[src/hw/corr_pkg.sv]
`default_nettype none

package corr_pkg;

   // input sample part width.
   localparam int SAMPLE_W   = 16;

   // normalized part width.
   localparam int NORM_W     = 8;

   // ratio scale, multiply by 128.
   localparam int NORM_SHIFT = 7;

   // one divider iteration per dividend bit.
   localparam int DIVIDEND_W = SAMPLE_W + NORM_SHIFT;
   localparam int DIVISOR_W  = SAMPLE_W + 1;

   localparam int SCORE_W    = 2 * NORM_W;

   typedef enum logic [1:0] {
      DIV_IDLE,
      DIV_RUN,
      DIV_DONE
   } div_state_t;

   typedef enum logic [1:0] {
      NORM_IDLE,
      NORM_MAG,
      NORM_DIV,
      NORM_HOLD
   } norm_state_t;

endpackage

`default_nettype wire

[src/hw/seq_divider.sv]
`timescale 1ns/100ps
`default_nettype none

module seq_divider import corr_pkg::*; (
   input  logic                  clk,
   input  logic                  rst,
   input  logic                  start,
   input  logic [DIVIDEND_W-1:0] dividend,
   input  logic [DIVISOR_W-1:0]  divisor,
   output logic [NORM_W-1:0]     quotient,
   output logic                  done
);

   localparam int CNT_W = $clog2(DIVIDEND_W);

   div_state_t            state;
   logic [CNT_W-1:0]      count;
   logic [DIVISOR_W-1:0]  reg_b;
   logic [DIVISOR_W-1:0]  remainder;
   logic [DIVIDEND_W-1:0] data_a;
   logic [DIVISOR_W:0]    partial;
   logic [DIVISOR_W:0]    diff;
   logic                  q_bit;

   // next dividend bit moves into the partial remainder.
   assign partial = {remainder, data_a[DIVIDEND_W-1]};
   assign diff    = partial - {1'b0, reg_b};
   assign q_bit   = (partial >= {1'b0, reg_b});

   always_ff @(posedge clk)
   begin
      if (!rst)
      begin
         state <= DIV_IDLE;
         count <= '0;
      end
      else
      begin
         case (state)
            DIV_IDLE, DIV_DONE:
            begin
               if (start)
               begin
                  state <= DIV_RUN;
                  count <= '0;
               end
            end
            DIV_RUN:
            begin
               count <= count + 1'b1;
               if (count == CNT_W'(DIVIDEND_W - 1))
                  state <= DIV_DONE;
            end
            default:
            begin
               state <= DIV_IDLE;
            end
         endcase
      end
   end

   // restoring step, subtract only when the divisor fits.
   always_ff @(posedge clk)
   begin
      if (start && state != DIV_RUN)
      begin
         reg_b     <= divisor;
         data_a    <= dividend;
         remainder <= '0;
      end
      else if (state == DIV_RUN)
      begin
         remainder <= q_bit ? diff[DIVISOR_W-1:0] : partial[DIVISOR_W-1:0];
         data_a    <= {data_a[DIVIDEND_W-2:0], q_bit};
      end
   end

   // ratio is below 128, so the low bits hold the whole quotient.
   assign quotient = data_a[NORM_W-1:0];
   assign done     = (state == DIV_DONE);

endmodule

`default_nettype wire

[src/hw/norm_stage.sv]
`timescale 1ns/100ps
`default_nettype none

module norm_stage import corr_pkg::*; (
   input  logic                       clk,
   input  logic                       rst,
   input  logic signed [SAMPLE_W-1:0] in_re,
   input  logic signed [SAMPLE_W-1:0] in_im,
   input  logic                       in_valid,
   output logic                       in_ready,
   output logic [NORM_W-1:0]          n_re,
   output logic [NORM_W-1:0]          n_im,
   output logic                       n_valid,
   input  logic                       n_ready
);

   norm_state_t                state;
   logic signed [SAMPLE_W-1:0] re_q;
   logic signed [SAMPLE_W-1:0] im_q;
   logic [SAMPLE_W-1:0]        mag_re;
   logic [SAMPLE_W-1:0]        mag_im;
   logic [DIVISOR_W-1:0]       div_sum;
   logic [DIVIDEND_W-1:0]      dvd_re;
   logic [DIVIDEND_W-1:0]      dvd_im;
   logic                       div_start;
   logic                       done_re;
   logic                       done_im;

   assign in_ready  = (state == NORM_IDLE);
   assign n_valid   = (state == NORM_HOLD);
   assign div_start = (state == NORM_MAG);

   always_ff @(posedge clk)
   begin
      if (in_valid && in_ready)
      begin
         re_q <= in_re;
         im_q <= in_im;
      end
   end

   // two's complement magnitudes, -32768 maps to 32768.
   assign mag_re = re_q[SAMPLE_W-1] ? SAMPLE_W'(-re_q) : re_q;
   assign mag_im = im_q[SAMPLE_W-1] ? SAMPLE_W'(-im_q) : im_q;

   // the +1 keeps an all-zero sample away from a zero divisor.
   assign div_sum = {1'b0, mag_re} + {1'b0, mag_im} + 1'b1;
   assign dvd_re  = {mag_re, {NORM_SHIFT{1'b0}}};
   assign dvd_im  = {mag_im, {NORM_SHIFT{1'b0}}};

   always_ff @(posedge clk)
   begin
      if (!rst)
         state <= NORM_IDLE;
      else
      begin
         case (state)
            NORM_IDLE:
            begin
               if (in_valid)
                  state <= NORM_MAG;
            end
            NORM_MAG:
            begin
               state <= NORM_DIV;
            end
            NORM_DIV:
            begin
               if (done_re && done_im)
                  state <= NORM_HOLD;
            end
            NORM_HOLD:
            begin
               if (n_ready)
                  state <= NORM_IDLE;
            end
            default:
            begin
               state <= NORM_IDLE;
            end
         endcase
      end
   end

   // quotients stay put in the dividers until the next start.
   seq_divider u_div_re (
      .clk      (clk),
      .rst      (rst),
      .start    (div_start),
      .dividend (dvd_re),
      .divisor  (div_sum),
      .quotient (n_re),
      .done     (done_re)
   );

   seq_divider u_div_im (
      .clk      (clk),
      .rst      (rst),
      .start    (div_start),
      .dividend (dvd_im),
      .divisor  (div_sum),
      .quotient (n_im),
      .done     (done_im)
   );

endmodule

`default_nettype wire

[src/hw/corr_lane.sv]
`timescale 1ns/100ps
`default_nettype none

module corr_lane import corr_pkg::*; (
   input  logic               clk,
   input  logic               rst,
   input  logic               advance,
   input  logic [NORM_W-1:0]  l_re,
   input  logic [NORM_W-1:0]  l_im,
   input  logic [NORM_W-1:0]  r_re,
   input  logic [NORM_W-1:0]  r_im,
   output logic [SCORE_W-1:0] score
);

   logic [SCORE_W-1:0] prod_re;
   logic [SCORE_W-1:0] prod_im;

   // products first, then their sum one step later.
   always_ff @(posedge clk)
   begin
      if (!rst)
      begin
         prod_re <= '0;
         prod_im <= '0;
         score   <= '0;
      end
      else if (advance)
      begin
         prod_re <= l_re * r_re;
         prod_im <= l_im * r_im;
         score   <= prod_re + prod_im;
      end
   end

endmodule

`default_nettype wire

[src/hw/corr_array.sv]
`timescale 1ns/100ps
`default_nettype none

module corr_array import corr_pkg::*; #(
   parameter int NUM_DISP = 6
) (
   input  logic                        clk,
   input  logic                        rst,
   input  logic                        l_valid,
   output logic                        l_ready,
   input  logic [NORM_W-1:0]           l_re,
   input  logic [NORM_W-1:0]           l_im,
   input  logic                        r_valid,
   output logic                        r_ready,
   input  logic [NORM_W-1:0]           r_re,
   input  logic [NORM_W-1:0]           r_im,
   output logic [NUM_DISP*SCORE_W-1:0] scores,
   output logic [$clog2(NUM_DISP)-1:0] best_disp,
   output logic                        out_valid,
   input  logic                        out_ready
);

   localparam int DISP_W = $clog2(NUM_DISP);

   logic               advance;
   logic               pair;
   logic               lane_adv;
   logic [NORM_W-1:0]  tap_re [NUM_DISP];
   logic [NORM_W-1:0]  tap_im [NUM_DISP];
   logic [NORM_W-1:0]  r_re_q;
   logic [NORM_W-1:0]  r_im_q;
   logic [2:0]         vld;
   logic [SCORE_W-1:0] lane_score [NUM_DISP];
   logic [DISP_W-1:0]  best_idx;
   logic [SCORE_W-1:0] best_val;

   // a held result freezes the whole array.
   assign advance  = !out_valid || out_ready;
   assign pair     = l_valid && r_valid && advance;
   assign l_ready  = r_valid && advance;
   assign r_ready  = l_valid && advance;

   // lanes only clock while a tap or product stage holds data.
   assign lane_adv = advance && (vld[0] || vld[1]);

   always_ff @(posedge clk)
   begin
      if (!rst)
      begin
         tap_re <= '{default: '0};
         tap_im <= '{default: '0};
         vld    <= '0;
      end
      else if (advance)
      begin
         vld <= {vld[1:0], pair};
         if (pair)
         begin
            tap_re[0] <= l_re;
            tap_im[0] <= l_im;
            for (int k = 1; k < NUM_DISP; k++)
            begin
               tap_re[k] <= tap_re[k-1];
               tap_im[k] <= tap_im[k-1];
            end
         end
      end
   end

   always_ff @(posedge clk)
   begin
      if (pair)
      begin
         r_re_q <= r_re;
         r_im_q <= r_im;
      end
   end

   for (genvar k = 0; k < NUM_DISP; k++)
   begin : g_lane
      corr_lane u_lane (
         .clk     (clk),
         .rst     (rst),
         .advance (lane_adv),
         .l_re    (tap_re[k]),
         .l_im    (tap_im[k]),
         .r_re    (r_re_q),
         .r_im    (r_im_q),
         .score   (lane_score[k])
      );
   end

   // strict compare keeps the lowest index on a tie.
   always_comb
   begin
      best_idx = '0;
      best_val = lane_score[0];
      for (int k = 1; k < NUM_DISP; k++)
      begin
         if (lane_score[k] > best_val)
         begin
            best_idx = DISP_W'(k);
            best_val = lane_score[k];
         end
      end
   end

   always_ff @(posedge clk)
   begin
      if (!rst)
      begin
         scores    <= '0;
         best_disp <= '0;
         out_valid <= 1'b0;
      end
      else if (advance)
      begin
         out_valid <= vld[2];
         if (vld[2])
         begin
            for (int k = 0; k < NUM_DISP; k++)
               scores[k*SCORE_W +: SCORE_W] <= lane_score[k];
            best_disp <= best_idx;
         end
      end
   end

endmodule

`default_nettype wire

[src/hw/stereo_corr_top.sv]
`timescale 1ns/100ps
`default_nettype none

module stereo_corr_top import corr_pkg::*; #(
   parameter int NUM_DISP = 6
) (
   input  logic                        clk,
   input  logic                        rst,
   input  logic signed [SAMPLE_W-1:0]  l_re,
   input  logic signed [SAMPLE_W-1:0]  l_im,
   input  logic                        l_valid,
   output logic                        l_ready,
   input  logic signed [SAMPLE_W-1:0]  r_re,
   input  logic signed [SAMPLE_W-1:0]  r_im,
   input  logic                        r_valid,
   output logic                        r_ready,
   output logic [NUM_DISP*SCORE_W-1:0] scores,
   output logic [$clog2(NUM_DISP)-1:0] best_disp,
   output logic                        out_valid,
   input  logic                        out_ready
);

   logic [NORM_W-1:0] ln_re;
   logic [NORM_W-1:0] ln_im;
   logic              ln_valid;
   logic              ln_ready;
   logic [NORM_W-1:0] rn_re;
   logic [NORM_W-1:0] rn_im;
   logic              rn_valid;
   logic              rn_ready;

   norm_stage u_norm_l (
      .clk      (clk),
      .rst      (rst),
      .in_re    (l_re),
      .in_im    (l_im),
      .in_valid (l_valid),
      .in_ready (l_ready),
      .n_re     (ln_re),
      .n_im     (ln_im),
      .n_valid  (ln_valid),
      .n_ready  (ln_ready)
   );

   norm_stage u_norm_r (
      .clk      (clk),
      .rst      (rst),
      .in_re    (r_re),
      .in_im    (r_im),
      .in_valid (r_valid),
      .in_ready (r_ready),
      .n_re     (rn_re),
      .n_im     (rn_im),
      .n_valid  (rn_valid),
      .n_ready  (rn_ready)
   );

   corr_array #(
      .NUM_DISP (NUM_DISP)
   ) u_array (
      .clk       (clk),
      .rst       (rst),
      .l_valid   (ln_valid),
      .l_ready   (ln_ready),
      .l_re      (ln_re),
      .l_im      (ln_im),
      .r_valid   (rn_valid),
      .r_ready   (rn_ready),
      .r_re      (rn_re),
      .r_im      (rn_im),
      .scores    (scores),
      .best_disp (best_disp),
      .out_valid (out_valid),
      .out_ready (out_ready)
   );

endmodule

`default_nettype wire

[config.mk]
export PLATFORM = sky130hd
export DESIGN_NAME = stereo_corr_top
export DESIGN_NICKNAME = d
export VERILOG_FILES = /design/src/hw/corr_pkg.sv /design/src/hw/seq_divider.sv /design/src/hw/norm_stage.sv /design/src/hw/corr_lane.sv /design/src/hw/corr_array.sv /design/src/hw/stereo_corr_top.sv
export SDC_FILE = /design/constraint.sdc
export NUM_CORES = 2
export LEC_CHECK = 0
export BUFFER_PORTS_ARGS = -buffer_cell sky130_fd_sc_hd__buf_2
export CAP_MARGIN = 10
export CORE_UTILIZATION = 35
export CTS_CLUSTER_SIZE = 12
export DETAILED_ROUTE_END_ITERATION = 8
export GPL_TIMING_DRIVEN = 0
export MAX_ROUTING_LAYER = met4
export PLACE_DENSITY = 0.51
export SLEW_MARGIN = 20
export SYNTH_ARGS = -nofsm -noshare
export SYNTH_HDL_FRONTEND = slang
export SYNTH_HIERARCHICAL = 1
export SYNTH_SLANG_ARGS = --single-unit
[constraint.sdc]
create_clock -name clk -period 11.3 [get_ports clk]
set_clock_uncertainty 0.2 [all_clocks]
set_input_delay 1.13 -clock clk [delete_from_list [all_inputs] [get_ports clk]]
set_output_delay 1.13 -clock clk [all_outputs]
set_load 0.02 [all_outputs]
# Word level (Yosys, flattened, before mapping)
# Index checks and enable logic that the tools add are counted.
[totals]
register_bits = 827
in_bits = 69
out_inout_bits = 102
word_cells = 240
[op_classes]
addsub = 22
n_mul = 12
order_cmp = 9
eq_ne = 36
mux = 49
n_reduce_logical = 46
[ops]
columns = ["operator", "n"]
rows = [
  ["8-bit by 8-bit multiplier with 16-bit output", 12],
  ["23-bit two-way mux", 8],
  ["16-bit two-way mux", 8],
  ["16-bit adder", 6],
  ["16-bit greater-than comparator", 5],
  ["18-bit by 17-bit greater-or-equal comparator with 1-bit output", 4],
  ["17-bit two-way mux", 4],
  ["17-bit subtractor", 4],
  ["16-bit negation", 4],
  ["5-bit case mux with 2 select lines", 4],
  ["16-bit by 16-bit adder with 17-bit output", 2],
  ["17-bit by 1-bit adder with 17-bit output (second input constant)", 2],
  ["2-bit two-way mux", 14],
  ["2-bit inequality test (second input constant)", 12],
  ["5-bit by 1-bit adder with 5-bit output (second input constant)", 4],
  ["5-bit == test (second input constant)", 4],
  ["2-bit AND reduction", 10],
  ["2-bit == test (second input constant)", 8],
  ["2-bit case mux with 2 select lines", 4],
  ["2-bit case mux with 4 select lines", 2],
  ["2-bit nonzero test", 8],
  ["1-bit logical AND", 13],
  ["2-bit by 1-bit == test with 1-bit output (second input constant)", 6],
  ["2-bit zero test", 6],
  ["8 further kinds", 20],
]

# Longest topological paths before layout
[depth]
ltp_word = 10
ltp_mapped = 50
ltp_nobuf = 44

# Hierarchy
# Netlist, hierarchy kept.
[by_module_without_submodules]
columns = ["mod", "n_inst", "cells_per_inst", "area_each_um2", "seq_area_each_um2"]
rows = [
  ["seq_divider", 4, 335, 3555.9, 1681.6],
  ["corr_lane (u_array.g_lane[1].u_lane ...)", 2, 777, 6735.2, 960.9],
  ["corr_array", 1, 1292, 10654.0, 4464.3],
  ["corr_lane (u_array.g_lane[5].u_lane)", 1, 758, 6601.3, 960.9],
  ["corr_lane (u_array.g_lane[3].u_lane)", 1, 761, 6573.8, 960.9],
  ["corr_lane (u_array.g_lane[0].u_lane)", 1, 743, 6566.3, 960.9],
  ["corr_lane (u_array.g_lane[4].u_lane)", 1, 736, 6551.3, 960.9],
  ["norm_stage", 2, 267, 2686.3, 1001.0],
]

# Worst setup path before layout
# Ideal clock, no wire load.
[synth_path]
path_kind = "flip-flop to flip-flop"
from = "register u_array.g_lane[0].u_lane.score[15]"
to = "register u_array.best_disp[1]"
setup_time_ns = 0.095
t_arrival_ns = 9.422
required_time_ns = 11.005
setup_slack_ns = 1.583
path_stages_with_launch = 48
n_path_buf = 6
synth_period_minus_slack_ns = 9.717
cell_sequence = "dfxtp_1 inv_1 ha_1 nand4_4 nor4_4 o21ai_1 nand3_1 nand2_2 buf_2 mux2i_1 ha_1 nand4_1 or3_1 a21oi_1 nor2_1 o311ai_4 buf_6 mux2i_1 [... 12 more ...] nand4_1 nor2_1 a2111oi_0 a31oi_1 o221a_2 clkbuf_1 a211oi_2 buf_4 a221oi_1 ha_1 a21o_1 a21o_1 a21oi_1 o21ai_0 a31o_2 a21oi_1 nand2b_1 a221oi_1"
[synth_via]
elab_chain_cells = 10
elab_cells_between_ends = 13
cone_classes = "order compare (5); mux (8)"
[synth_rtl]
columns = ["item", "line_no", "rtl"]
rows = [
  ["from (decl)", "corr_lane.sv:12", "output logic [SCORE_W-1:0] score"],
  ["from (signal assigned)", "corr_lane.sv:31", "score <= prod_re + prod_im;"],
  ["16-bit greater-than comparator", "corr_array.sv:100", "if (lane_score[k] > best_val)"],
  ["16-bit two-way mux (*)", "corr_array.sv:100", ""],
  ["16-bit greater-than comparator", "corr_array.sv:100", ""],
  ["16-bit two-way mux", "corr_array.sv:100", ""],
  ["16-bit greater-than comparator", "corr_array.sv:100", ""],
  ["16-bit two-way mux", "corr_array.sv:100", ""],
  ["16-bit greater-than comparator", "corr_array.sv:100", ""],
  ["16-bit two-way mux", "corr_array.sv:100", ""],
  ["16-bit greater-than comparator", "corr_array.sv:100", ""],
  ["3-bit two-way mux (*)", "corr_array.sv:100", ""],
  ["to (signal assigned)", "corr_array.sv:123", "best_disp <= best_idx;"],
  ["to (decl)", "corr_array.sv:18", "output logic [$clog2(NUM_DISP)-1:0] best_disp,"],
]
# Every way passes the cells marked *; elsewhere a longest branch is shown, timed or not.
# A chain may end at the register's enable or synchronous reset.

# Final worst setup path
# Same ends and word-level chain as after synthesis.

==> results.yml <==
cells_and_area:
  finish.utilization_pct: 40.0
  final_cells: 10800
  drive_gt1_share_pct: 9.20
  final_common_cell: "inv_1"
  syn2layout_area_growth_pct: 13.2
  layout_common_cells: "841 x inv_1, 813 x nand2_1, 716 x ha_1, 675 x and2_1, 586 x dfxtp_1"
  final.fill_count: 19700
  finish.net_count: 9306
worst_setup_path:
  cpPeakStageDelay_ps: 470
  critPathCaptureType: "flip-flop"
  rr_worst_depth: 47
  crit_type: "flip-flop to flip-flop"
  cp-start-kind: "flip-flop"
  critPathMaxFanout: 10
  crit_top_cell: "ha_1"
  arrival_ps: 11180
  critPathSlowestCell: "dfxtp_1"
  required_ps: 11760
drt:
  vias_per_cell: 5.17
  routedWlPerCell_um: 19.8
  dr.pass1.iters: 5
  drt-initial-drc-count: 3296
  dr_total_vias: 55900
  routed_wl_um: 214000
  drc: 0
  ant_nets: 0
floorplan:
  rows: 163
  die_h_um: 449
  core_area_um2: 198000
  fp.dieW_um: 449
  ios: 171
  die_area_um2: 202000
  start_util_pct: 35.4
yosys:
  seq_area_frac_synth_pct: 27.1
  synth_cell_types: 120
  synth_area_per_cell_um2: 9.07
  netlist_area_um2: 70000
  syn-instance-count: 7718
  synth_area_leader_cell: "dfxtp_1"
  ys_async_sr_fraction_pct: 0
  netlist.area_leader.share_pct: 16.8
  synth-edff-count: 240
  synth-main-ff-cell: "dfxtp_1"
  ys_seq_elements: 827
  synth_area_leaders: "dfxtp_1 17%, ha_1 13%, fa_1 13%"
  yosys_warnings: 6
clock_network:
  cts.sinks: 827
  ctsHtreeMaxLevel: 3
  ctsHoldBuffers: 0
  cts-buffers-inserted: 107
  clk_latency_ps: 770
  cts_tree: "done"
  clockBufferDepth: 3
  cts_root_buffer: "clkbuf_16"
  clk_pin_slew_ps: 60
min_path:
  min_path_type: "flip-flop to flip-flop"
  min_delay_path_depth: 2
place:
  io_buffers: 170
  placedCellCount: 10600
  place.gp.congestion: 0.938
  dp_hpwl_um: 170000
status:
  status: "complete, no violations"
sta:
  slew_violations: 0
  relSlewSlack_pct: 20.9
  min_period_over_period_pct: 94.9
  tightestPinTransition_ps: 1190
  fmax_mhz: 93.2
  period_needed_ps: 10730
  timing.hold.ws_ps: 251
  finalSetupViolCount: 0
  hold_viol_final: 0
global_routing:
  grtUsageTotal_pct: 21.5
  grt-ovfl-total: 0
  grt_pass1_wl_um: 330000
  grt_max_degree: 33
  antenna_found_initial: 6
  grt_pass1_vias: 55900
power:
  total_power_uw: 10800
  p_leak_uw: 0.0351
  powerDensity_nw_per_um2: 136
  max-vdd-ir-drop_mv: 0.133
job:
  cap_violations: 0
registers in the layout, summed over array words and instances (netlist names), 16 cells and up:
signal                         count
u_norm_r/u_div_re/remainder       17
u_norm_l/u_div_im/remainder       17
u_array/scores                    96
u_norm_l/u_div_re/reg_b           17
u_norm_r/u_div_re/reg_b           17
u_norm_l/u_div_re/remainder       17
u_array/g_lane.u_lane/prod_im     96
u_array/g_lane.u_lane/score       96
u_array/tap_im                    48
u_norm_r/u_div_im/reg_b           17
u_norm_l/u_div_im/data_a          23
u_norm_r/u_div_im/remainder       17
u_norm_r/u_div_im/data_a          23
u_norm_l/u_div_re/data_a          23
u_norm_r/re_q                     16
u_norm_r/im_q                     16
u_norm_l/re_q                     16
u_norm_l/u_div_im/reg_b           17
u_array/tap_re                    48
u_norm_l/im_q                     16
u_array/g_lane.u_lane/prod_re     96
u_norm_r/u_div_re/data_a          23
timing repair:
| item | 4_1_cts | 5_1_grt |
|---|---|---|
| setup endpoints to repair | 3 | 3 |
| setup buffers | 2 | 1 |
| pin swaps | 1 | 1 |
| gates resized for setup | 7 | 47 |
cell families after synthesis:
| group | after synthesis | share of synthesized area, % |
|---|---|---|
| AO/OA/AOI/OAI | 1632 | 16.0 |
| XOR/XNOR | 256 | 3.25 |
| adder cells (fa/ha/maj) | 1160 | 25.5 |
| buffers and inverters | 1102 | 6.31 |
| flip-flops | 827 | 27.1 |
| multiplexers | 240 | 3.62 |
| other | 2 | 0.0107 |
| AND/OR/NAND/NOR | 2499 | 18.3 |
worst paths after layout:
path	start	to	slack (ps)
setup / recovery	u_array/g_lane[0].u_lane/score[15]	u_array/best_disp[1]	570
hold / removal	u_array/scores[40]	u_array/scores[40]	250
setup reg to reg	u_array/g_lane[0].u_lane/score[15]	u_array/best_disp[1]	570
hold reg to reg	u_array/scores[40]	u_array/scores[40]	250
power by group:
part           switching [µW]  total (µW)  internal [µW]
Combinational            1890        3130           1230
Clock                    1460        3690           2230
Sequential                225        4000           3770
Total                    3580       10800           7240
through the flow:
step	worst slack (ps)	area, µm²	setup TNS [ps]
3_5_place_dp	-817	75200	-2200
2_1_floorplan	1580	70100	0
3_3_place_gp	-776	74300	-2130
5_1_grt	-8.87	79300	-8.87
6_report	572	79300	0
4_1_cts	85.5	79000	0
per-layer routing:
layer	GRT usage, %	up-vias	part of all wire, %
met4	8.41	0	4.4
met1	26.3	27300	44
met3	2.22	328	3.4
met5	-	-	0
li1	-	27200	-
met2	36.3	1027	48
critical path, delay by kind of cell, from the launching register on:
| family | cells | cell delay [ps] |
|---|---|---|
| and+or+nand+nor | 11 | 1920 |
| AOI/OAI and AO/OA | 23 | 4620 |
| muxes | 2 | 570 |
| DFF | 1 | 470 |
| adders and majority gates | 5 | 1640 |
| buffers and inverters | 6 | 1190 |
synthesized netlist by cell type (all sizes together), types with 38 or more instances:
cell type,n
nor2b,119
nand4,38
a21oi,388
edfxtp,240
dfxtp,587
a21boi,163
nor2,328
inv,848
and2,679
mux2,103
a211oi,111
o31ai,49
a21o,97
nand2b,56
o21a,78
xnor2,157
xor2,99
or3,40
clkbuf,151
nor3,77
ha,716
buf,100
fa,444
o211ai,61
mux2i,137
nand2,814
o21ai,352
nand3,160
and3,42
layout make-up:
type	instances	area, µm²	area share [%]
Multi-Input combinational cell	5815	47000	59.3
Sequential cell	827	19000	23.9
Tap cell	2640	3300	4.17
Inverter	851	3190	4.03
Clock buffer	143	2990	3.77
Timing Repair Buffer	225	1770	2.24
Buffer	250	1230	1.56
Clock inverter	55	821	1.04
Antenna cell	8	20.0	0.0253
(Power assumes the default switching activity.)
